## src/fp_alu_params.svh

```systemverilog
// Global sizes for the floating-point execution unit
// Included by the package and by any module that needs the pipeline depth

`ifndef FP_ALU_PARAMS_SVH
`define FP_ALU_PARAMS_SVH

// Operand and result word, one IEEE single or a raw bit pattern
`define FP_ALU_DATA_WIDTH 32

// Destination register address carried alongside every result
`define FP_ALU_REG_ADDR_WIDTH 8

// Cycles from the issue edge to the edge where the result is valid
// All units are padded to this depth
`define FP_ALU_LATENCY 5

`endif

```

## src/fp_alu_pkg.sv

```systemverilog
// Types shared by the floating-point execution unit
// Opcodes, issue and result words, and the float ordering used by compare and clamp
`include "fp_alu_params.svh"

package fp_alu_pkg;

    typedef logic [`FP_ALU_DATA_WIDTH-1:0]     fp_word_t;
    typedef logic [`FP_ALU_REG_ADDR_WIDTH-1:0] reg_addr_t;

    typedef enum logic [3:0] {
        OP_NOP    = 4'd0,
        OP_ADD    = 4'd1,
        OP_SUB    = 4'd2,
        OP_MUL    = 4'd3,
        OP_AND    = 4'd4,
        OP_OR     = 4'd5,
        OP_NOT    = 4'd6,
        OP_POPCNT = 4'd7,
        OP_ABS    = 4'd8,
        OP_CMP_GT = 4'd9,
        OP_CMP_EQ = 4'd10,
        OP_SATP   = 4'd11,
        OP_SATN   = 4'd12,
        OP_LDR    = 4'd13
    } alu_opcode_t;

    typedef struct packed {
        logic        valid;
        alu_opcode_t opcode;
        reg_addr_t   dest;
        fp_word_t    operand_a;
        fp_word_t    operand_b;
    } alu_issue_t;

    typedef struct packed {
        logic      valid;
        reg_addr_t dest;
        fp_word_t  data;
    } alu_result_t;

    // Magnitude with denormals flushed, so both zeros give 0
    function automatic logic [30:0] fp_magnitude(input fp_word_t value);
        return (value[30:23] == 8'd0) ? 31'd0 : value[30:0];
    endfunction

    function automatic logic fp_equal(input fp_word_t a, input fp_word_t b);
        return (fp_magnitude(a) == fp_magnitude(b)) &&
               ((a[31] == b[31]) || (fp_magnitude(a) == 31'd0));
    endfunction

    // Sign-magnitude order where +0 and -0 are the same value
    function automatic logic fp_greater(input fp_word_t a, input fp_word_t b);
        if (fp_magnitude(a) == 31'd0 && fp_magnitude(b) == 31'd0) begin
            return 1'b0;
        end
        case ({a[31], b[31]})
            2'b01:   return 1'b1;
            2'b10:   return 1'b0;
            2'b00:   return fp_magnitude(a) > fp_magnitude(b);
            default: return fp_magnitude(a) < fp_magnitude(b);
        endcase
    endfunction

endpackage

```

## src/fp_adder.sv

```systemverilog
// Single-precision add and subtract, three pipeline stages
// Align, add, then normalize. Truncates toward zero, denormals read as zero

module fp_adder (
    input  logic                   clock,
    input  logic                   reset,
    input  fp_alu_pkg::alu_issue_t issue,
    output fp_alu_pkg::alu_result_t result
);
    import fp_alu_pkg::*;

    logic        a_sign;
    logic        b_sign;
    logic [7:0]  a_exp;
    logic [7:0]  b_exp;
    logic [23:0] a_mant;
    logic [23:0] b_mant;
    logic        a_bigger;

    logic        s1_valid;
    reg_addr_t   s1_dest;
    logic        s1_sign;
    logic        s1_sub;
    logic [7:0]  s1_exp;
    logic [23:0] s1_big;
    logic [23:0] s1_small;

    logic        s2_valid;
    reg_addr_t   s2_dest;
    logic        s2_sign;
    logic [7:0]  s2_exp;
    logic [24:0] s2_sum;

    logic [4:0]  lead_zeros;
    logic [23:0] shifted;
    fp_word_t    norm_word;

    function automatic logic [4:0] count_leading_zeros(input logic [23:0] value);
        logic [4:0] count;
        logic       found;
        count = 5'd0;
        found = 1'b0;
        for (int i = 23; i >= 0; i--) begin
            if (value[i]) begin
                found = 1'b1;
            end else if (!found) begin
                count = count + 5'd1;
            end
        end
        return count;
    endfunction

    // Subtraction is an add with the sign of b flipped
    always_comb begin
        a_sign   = issue.operand_a[31];
        b_sign   = issue.operand_b[31] ^ (issue.opcode == OP_SUB);
        a_exp    = issue.operand_a[30:23];
        b_exp    = issue.operand_b[30:23];
        a_mant   = (a_exp == 8'd0) ? 24'd0 : {1'b1, issue.operand_a[22:0]};
        b_mant   = (b_exp == 8'd0) ? 24'd0 : {1'b1, issue.operand_b[22:0]};
        a_bigger = {a_exp, a_mant} >= {b_exp, b_mant};
    end

    always_ff @(posedge clock) begin
        if (reset) begin
            s1_valid <= 1'b0;
        end else begin
            s1_valid <= issue.valid && (issue.opcode inside {OP_ADD, OP_SUB});
        end
        s1_dest <= issue.dest;
        s1_sub  <= a_sign ^ b_sign;
        // Larger magnitude goes first, shifted-out bits of the other are lost
        if (a_bigger) begin
            s1_sign  <= a_sign;
            s1_exp   <= a_exp;
            s1_big   <= a_mant;
            s1_small <= b_mant >> (a_exp - b_exp);
        end else begin
            s1_sign  <= b_sign;
            s1_exp   <= b_exp;
            s1_big   <= b_mant;
            s1_small <= a_mant >> (b_exp - a_exp);
        end
    end

    always_ff @(posedge clock) begin
        if (reset) begin
            s2_valid <= 1'b0;
        end else begin
            s2_valid <= s1_valid;
        end
        s2_dest <= s1_dest;
        s2_sign <= s1_sign;
        s2_exp  <= s1_exp;
        s2_sum  <= s1_sub ? {1'b0, s1_big} - {1'b0, s1_small}
                          : {1'b0, s1_big} + {1'b0, s1_small};
    end

    // A carry shifts right by one, otherwise shift left past the leading zeros
    always_comb begin
        lead_zeros = count_leading_zeros(s2_sum[23:0]);
        shifted    = s2_sum[23:0] << lead_zeros;
        norm_word  = '0;
        if (s2_sum[24]) begin
            norm_word = {s2_sign, s2_exp + 8'd1, s2_sum[23:1]};
        end else if (s2_sum[23:0] != 24'd0 && s2_exp > {3'b000, lead_zeros}) begin
            norm_word = {s2_sign, s2_exp - {3'b000, lead_zeros}, shifted[22:0]};
        end
    end

    always_ff @(posedge clock) begin
        if (reset) begin
            result.valid <= 1'b0;
        end else begin
            result.valid <= s2_valid;
        end
        result.dest <= s2_dest;
        result.data <= norm_word;
    end

endmodule

```

## src/fp_alu.sv

```systemverilog
// Floating-point execution unit of the soft core
// Takes one issue per cycle and returns each result with its tag a fixed
// number of cycles later. No back-pressure in either direction
`include "fp_alu_params.svh"

module fp_alu (
    input  logic                   clock,
    input  logic                   reset,
    input  fp_alu_pkg::alu_issue_t issue,
    output fp_alu_pkg::alu_result_t result
);
    import fp_alu_pkg::*;

    localparam int ADD_LATENCY   = 3;
    localparam int MUL_LATENCY   = 2;
    localparam int LOGIC_LATENCY = 1;
    localparam int SAT_LATENCY   = 1;
    localparam int N_UNITS       = 5;

    alu_result_t add_result;
    alu_result_t mul_result;
    alu_result_t logic_result;
    alu_result_t sat_result;
    alu_result_t load_result;
    alu_result_t aligned [N_UNITS];

    fp_adder adder_i (
        .clock  (clock),
        .reset  (reset),
        .issue  (issue),
        .result (add_result)
    );

    fp_multiplier multiplier_i (
        .clock  (clock),
        .reset  (reset),
        .issue  (issue),
        .result (mul_result)
    );

    fp_logic_unit logic_unit_i (
        .clock  (clock),
        .reset  (reset),
        .issue  (issue),
        .result (logic_result)
    );

    fp_saturator saturator_i (
        .clock  (clock),
        .reset  (reset),
        .issue  (issue),
        .result (sat_result)
    );

    // Register load has no unit of its own, operand a goes straight to padding
    always_comb begin
        load_result.valid = issue.valid && (issue.opcode == OP_LDR);
        load_result.dest  = issue.dest;
        load_result.data  = issue.operand_a;
    end

    fp_alu_delay_line #(.STAGES(`FP_ALU_LATENCY - ADD_LATENCY)) add_align (
        .clock(clock), .reset(reset), .in_result(add_result), .out_result(aligned[0])
    );
    fp_alu_delay_line #(.STAGES(`FP_ALU_LATENCY - MUL_LATENCY)) mul_align (
        .clock(clock), .reset(reset), .in_result(mul_result), .out_result(aligned[1])
    );
    fp_alu_delay_line #(.STAGES(`FP_ALU_LATENCY - LOGIC_LATENCY)) logic_align (
        .clock(clock), .reset(reset), .in_result(logic_result), .out_result(aligned[2])
    );
    fp_alu_delay_line #(.STAGES(`FP_ALU_LATENCY - SAT_LATENCY)) sat_align (
        .clock(clock), .reset(reset), .in_result(sat_result), .out_result(aligned[3])
    );
    fp_alu_delay_line #(.STAGES(`FP_ALU_LATENCY)) load_align (
        .clock(clock), .reset(reset), .in_result(load_result), .out_result(aligned[4])
    );

    // Every path has the same depth, so at most one aligned valid is high
    always_comb begin
        result = '0;
        for (int i = 0; i < N_UNITS; i++) begin
            if (aligned[i].valid) begin
                result = aligned[i];
            end
        end
    end

endmodule

```

## src/fp_alu_delay_line.sv

```systemverilog
// Shift register for unit results, used to pad each unit to the common latency
// STAGES sets the number of added cycles, zero makes it a plain connection

module fp_alu_delay_line #(
    parameter int STAGES = 1
) (
    input  logic                    clock,
    input  logic                    reset,
    input  fp_alu_pkg::alu_result_t in_result,
    output fp_alu_pkg::alu_result_t out_result
);
    import fp_alu_pkg::*;

    generate
        if (STAGES == 0) begin : g_wire
            assign out_result = in_result;
        end else begin : g_regs
            alu_result_t stage_q [STAGES];

            always_ff @(posedge clock) begin
                stage_q[0] <= in_result;
                for (int i = 1; i < STAGES; i++) begin
                    stage_q[i] <= stage_q[i-1];
                end
                // Only the valids are cleared, data and dest just shift along
                if (reset) begin
                    for (int i = 0; i < STAGES; i++) begin
                        stage_q[i].valid <= 1'b0;
                    end
                end
            end

            assign out_result = stage_q[STAGES-1];
        end
    endgenerate

endmodule

```

## src/fp_logic_unit.sv

```systemverilog
// Bitwise operations, population count, absolute value and float compares
// One registered stage, compares return all ones for true

module fp_logic_unit (
    input  logic                   clock,
    input  logic                   reset,
    input  fp_alu_pkg::alu_issue_t issue,
    output fp_alu_pkg::alu_result_t result
);
    import fp_alu_pkg::*;

    fp_word_t logic_word;
    logic     is_logic_op;

    function automatic fp_word_t count_ones(input fp_word_t value);
        fp_word_t count;
        count = '0;
        for (int i = 0; i < $bits(fp_word_t); i++) begin
            count = count + fp_word_t'(value[i]);
        end
        return count;
    endfunction

    assign is_logic_op = issue.opcode inside {OP_AND, OP_OR, OP_NOT, OP_POPCNT,
                                              OP_ABS, OP_CMP_GT, OP_CMP_EQ};

    always_comb begin
        logic_word = '0;
        case (issue.opcode)
            OP_AND:    logic_word = issue.operand_a & issue.operand_b;
            OP_OR:     logic_word = issue.operand_a | issue.operand_b;
            OP_NOT:    logic_word = ~issue.operand_a;
            OP_POPCNT: logic_word = count_ones(issue.operand_a);
            // Clearing the sign bit is the float absolute value
            OP_ABS:    logic_word = {1'b0, issue.operand_a[30:0]};
            OP_CMP_GT: begin
                logic_word = fp_greater(issue.operand_a, issue.operand_b) ? '1 : '0;
            end
            OP_CMP_EQ: begin
                logic_word = fp_equal(issue.operand_a, issue.operand_b) ? '1 : '0;
            end
            default:   logic_word = '0;
        endcase
    end

    always_ff @(posedge clock) begin
        if (reset) begin
            result.valid <= 1'b0;
        end else begin
            result.valid <= issue.valid && is_logic_op;
        end
        result.dest <= issue.dest;
        result.data <= logic_word;
    end

endmodule

```

## src/fp_multiplier.sv

```systemverilog
// Single-precision multiply in two pipeline stages
// Product is truncated, zero operands and underflow give +0

module fp_multiplier (
    input  logic                   clock,
    input  logic                   reset,
    input  fp_alu_pkg::alu_issue_t issue,
    output fp_alu_pkg::alu_result_t result
);
    import fp_alu_pkg::*;

    logic [7:0]         a_exp;
    logic [7:0]         b_exp;
    logic [23:0]        a_mant;
    logic [23:0]        b_mant;

    logic               s1_valid;
    reg_addr_t          s1_dest;
    logic               s1_sign;
    logic               s1_zero;
    logic signed [9:0]  s1_exp;
    logic [47:0]        s1_prod;

    logic signed [9:0]  exp_adj;
    logic [22:0]        frac;
    fp_word_t           prod_word;

    always_comb begin
        a_exp  = issue.operand_a[30:23];
        b_exp  = issue.operand_b[30:23];
        a_mant = {1'b1, issue.operand_a[22:0]};
        b_mant = {1'b1, issue.operand_b[22:0]};
    end

    always_ff @(posedge clock) begin
        if (reset) begin
            s1_valid <= 1'b0;
        end else begin
            s1_valid <= issue.valid && (issue.opcode == OP_MUL);
        end
        s1_dest <= issue.dest;
        s1_sign <= issue.operand_a[31] ^ issue.operand_b[31];
        s1_zero <= (a_exp == 8'd0) || (b_exp == 8'd0);
        s1_exp  <= {2'b00, a_exp} + {2'b00, b_exp} - 10'd127;
        s1_prod <= a_mant * b_mant;
    end

    // The product of two mantissas in [1,2) needs at most one position of shift
    always_comb begin
        exp_adj   = s1_exp + (s1_prod[47] ? 10'sd1 : 10'sd0);
        frac      = s1_prod[47] ? s1_prod[46:24] : s1_prod[45:23];
        prod_word = '0;
        if (!s1_zero && exp_adj > 10'sd0) begin
            prod_word = {s1_sign, exp_adj[7:0], frac};
        end
    end

    always_ff @(posedge clock) begin
        if (reset) begin
            result.valid <= 1'b0;
        end else begin
            result.valid <= s1_valid;
        end
        result.dest <= s1_dest;
        result.data <= prod_word;
    end

endmodule

```

## src/fp_saturator.sv

```systemverilog
// Clamp of operand a against the limit in operand b, one registered stage
// OP_SATP keeps the lesser value, OP_SATN the greater

module fp_saturator (
    input  logic                   clock,
    input  logic                   reset,
    input  fp_alu_pkg::alu_issue_t issue,
    output fp_alu_pkg::alu_result_t result
);
    import fp_alu_pkg::*;

    fp_word_t clamped;

    // Same float order as the compare, so -0 and +0 never swap places
    always_comb begin
        clamped = issue.operand_a;
        if (issue.opcode == OP_SATP) begin
            if (fp_greater(issue.operand_a, issue.operand_b)) begin
                clamped = issue.operand_b;
            end
        end else if (fp_greater(issue.operand_b, issue.operand_a)) begin
            clamped = issue.operand_b;
        end
    end

    always_ff @(posedge clock) begin
        if (reset) begin
            result.valid <= 1'b0;
        end else begin
            result.valid <= issue.valid && (issue.opcode inside {OP_SATP, OP_SATN});
        end
        result.dest <= issue.dest;
        result.data <= clamped;
    end

endmodule
```

## config.mk

```make
export PLATFORM = sky130hd
export DESIGN_NAME = fp_alu
export DESIGN_NICKNAME = d
export VERILOG_FILES = /design/src/fp_alu_pkg.sv /design/src/fp_adder.sv /design/src/fp_alu.sv /design/src/fp_alu_delay_line.sv /design/src/fp_logic_unit.sv /design/src/fp_multiplier.sv /design/src/fp_saturator.sv
export VERILOG_INCLUDE_DIRS = /design/src
export SDC_FILE = /design/constraint.sdc
export NUM_CORES = 2
export LEC_CHECK = 0
export BUFFER_PORTS_ARGS = -buffer_cell sky130_fd_sc_hd__buf_2
export CORE_MARGIN = 1.5
export CORE_UTILIZATION = 53
export DETAILED_ROUTE_END_ITERATION = 8
export PLACE_DENSITY = 0.78
export SKIP_LAST_GASP = 1
export SLEW_MARGIN = 20
export SYNTH_ARGS = -nofsm -noshare
export SYNTH_HDL_FRONTEND = slang
export SYNTH_HIERARCHICAL = 1
export SYNTH_SLANG_ARGS = --single-unit
```

## constraint.sdc

```tcl
create_clock -name clock -period 13.3 [get_ports clock]
set_input_delay 1.995 -clock clock [delete_from_list [all_inputs] [get_ports clock]]
set_output_delay 1.995 -clock clock [all_outputs]
set_load 0.03 [all_outputs]
```

==> flow_metrics.tcl <==
set metrics [dict create \
    status "finished, final reports clean" \
    gp_congestion 0.964 \
    first_pass_iters 6 \
    worst_pin_slew_ns 1.13 \
    ys_ff_latch 1058 \
    grt_setup_unrepaired "yes" \
    synth.largest_area_cell "dfxtp_1" \
    synth.top_cell.area_share_pct 36.4 \
    synthTopCellsByArea "dfxtp_1 (36%), fa_1 (18%), ha_1 (7.5%)" \
    die_y_um 334 \
    synth_fp_nets 6800 \
    slew_headroom_pct 24.7 \
    fin_crit_sh_pct 96.6 \
    clock_path_buffers 3 \
    synthCells 5861 \
    grt_pass1_wl_mm 248 \
    path_clk_slew_ns 0.07 \
    path_class "reg2reg" \
    yosysWarnings 6 \
    cp_max_fo 7 \
    initialDrtViolationCount 3422 \
    finalInstanceArea_sq_mm 0.0637 \
    die-area_sq_mm 0.112 \
    yosys_most_used_dff "dfxtp_1" \
    clkLatencyLatePin_ns 0.69 \
    synth_seq_area_share_pct 36.4 \
    cp.arrival_ns 13.43 \
    rr_worst_depth 76 \
    vias 42093 \
    nets 6819 \
    core-area_sq_mm 0.109 \
    async_flop_share_pct 0 \
    drt_wl_total_mm 160 \
    grtUsageTotal_pct 28.7 \
    required_ns 13.87 \
    grt_pass1_vias 43014 \
    whs_path_depth 0 \
    endpoint_kind "flip-flop" \
    min_path_type "reg2reg" \
    drv_slew 0 \
    rrSetupSlack_ns 0.45 \
    ant_nets 0 \
    slowest_stage "or3b_4" \
    min_from "mul_align/g_regs.stage_q[0][10]$_DFF_P_" \
    numCtsBuffers 94 \
    hold_viol 0 \
    dp_hpwl_mm 112 \
    cts_root_buf "clkbuf_16" \
    die_x_um 334 \
    skew_ns 0.0410 \
    synth_most_common_cell "dfxtp_1" \
    placed_cell_area_sq_mm 0.0600 \
    clkSinkCount 1058 \
    wl_per_cell_um 21.7 \
    ioPinCount 120 \
    synth_edf_count 0 \
    regToRegEndpoint "adder_i/result[19]$_DFF_P_" \
    postCtsHoldBufs 0 \
    yosysUniqueCellTypes 125 \
    fin_crit_ns 12.85 \
    fmax_mhz 77.8 \
    syn_area_sq_mm 0.0582 \
    synth_common_cells "dfxtp_1 (1058), inv_1 (733), nand2_1 (548)" \
    grt_remaining_overflow 0 \
    drc 0 \
    setup_tns_ns 0 \
    whs_ns 0.304 \
    startpoint_type "flip-flop" \
    antenna_found_initial 15 \
    slowest_delay_ns 0.41 \
    synth.avg_cell_area_sq_um 9.94 \
    port_buffers 119 \
    drive_gt1_share_pct 10.3 \
    rows 121 \
    hold_end "mul_align/g_regs.stage_q[0][51]$_DFF_P_" \
    cts_max_level 3 \
    cts_tree "yes" \
    viasPerCell 5.71 \
    setup_viol 0 \
    maxCapViolations 0 \
    initial_core_util_pct 53.5 \
    grt_max_degree 82 \
    area.growth.synth_to_final_pct 9.32 \
    r2r_start "adder_i/s2_sum[22]$_DFF_P_" \
]
## what timing repair did
item,in CTS,in global routing
gates resized for setup,17,47
buffers inserted,3,11
setup endpoints to repair,32,32
pin swaps,12,37
cloned,1,0
## worst max path at each step
stage	from	to	slack (ns)	cells after the start
floorplan	adder_i/s2_sum[22]$_DFF_P_	adder_i/result[19]$_DFF_P_	0.03	78
global placement	adder_i/s2_sum[22]$_DFF_P_	adder_i/result[21]$_DFF_P_	-0.40	76
detailed placement	adder_i/s2_sum[22]$_DFF_P_	adder_i/result[20]$_DFF_P_	-0.48	76
CTS	adder_i/s2_sum[22]$_DFF_P_	adder_i/result[19]$_DFF_P_	0.01	76
global route	adder_i/s2_sum[22]$_DFF_P_	adder_i/result[22]$_DFF_P_	-0.37	76
finish	adder_i/s2_sum[22]$_DFF_P_	adder_i/result[19]$_DFF_P_	0.45	76
## worst max-delay path: cells and delay by family, from the launching register on
kind	cells	cell delay, ns
AND/OR/NAND/NOR	28	4.24
AO/OA/AOI/OAI	25	3.96
adder cells (fa/ha/maj)	13	3.07
multiplexers	6	0.70
flip-flops	1	0.37
XOR/XNOR	1	0.21
buffers and inverters	3	0.17
## logic make-up (layout without fill, tap and decap cells)
group                    Yosys count  count (layout)  share of synthesized area, %
XOR/XNOR                         127             127                          2.03
buffers and inverters           1096            1192                          7.87
multiplexers                     210             210                          3.92
adder cells (fa/ha/maj)          889             889                          25.5
AO/OA/AOI/OAI                    884             884                          10.5
other                              0               5                             0
AND/OR/NAND/NOR                 1597            1598                          13.8
flip-flops                      1058            1058                          36.4
## state kept, by name, summed over array words and instances (netlist names), 8 cells and up
register                    flops
load_align/g_regs.stage_q     205
logic_align/g_regs.stage_q    164
sat_align/g_regs.stage_q      164
mul_align/g_regs.stage_q      123
add_align/g_regs.stage_q       82
adder_i/result                 41
logic_unit_i/result            41
multiplier_i/result            41
saturator_i/result             41
adder_i/s2_sum                 25
multiplier_i/s1_prod           25
adder_i/s1_big                 24
adder_i/s1_small               24
multiplier_i/s1_exp            10
adder_i/s1_dest                 8
adder_i/s1_exp                  8
adder_i/s2_dest                 8
adder_i/s2_exp                  8
multiplier_i/s1_dest            8
## area by class of cell
type | count | area [sq um]
antenna | 5 | 12.5
timing repair buffer | 277 | 1810
clock inverter | 51 | 616
tap | 1414 | 1770
clock buffer | 123 | 2610
inverter | 741 | 2790
multi-input combinational | 3708 | 32900
fill | 9086 | 45200
sequential | 1058 | 21200
## cells in the final DEF (no fill, tap or decap), types with 153 or more instances in the layout
cell        n
dfxtp_1  1053
inv_1     731
nand2_1   546
fa_1      510
ha_1      343
and2_1    308
nor2_1    263
a21oi_1   175
mux2i_1   161
buf_4     153
## metal layers
| layer | up-vias | wire [um] | track usage (%) | part of all wire [%] |
|---|---|---|---|---|
| met5 | - | 66 | 0 | 0.041 |
| met4 | 10 | 6680 | 12.4 | 4.2 |
| met3 | 411 | 14200 | 4.81 | 8.9 |
| met2 | 1894 | 73500 | 46.6 | 46 |
| met1 | 20518 | 65600 | 37.8 | 41 |
| li1 | 19260 | - | - | - |
## per-stage QoR
stage / setup WS, ns / utilization, % / instances
2_1_floorplan: 0.0349 / - / 5861
3_3_place_gp: -0.397 / 55.1 / 7183
3_5_place_dp: -0.477 / 55.1 / 7183
4_1_cts: 0.0134 / 58.2 / 7361
5_1_grt: -0.375 / 58.5 / 7374
6_report: 0.447 / 58.5 / 7377
Power is not shown: default switching activity piles up to over one toggle a cycle in this logic, so the estimate is an artifact.
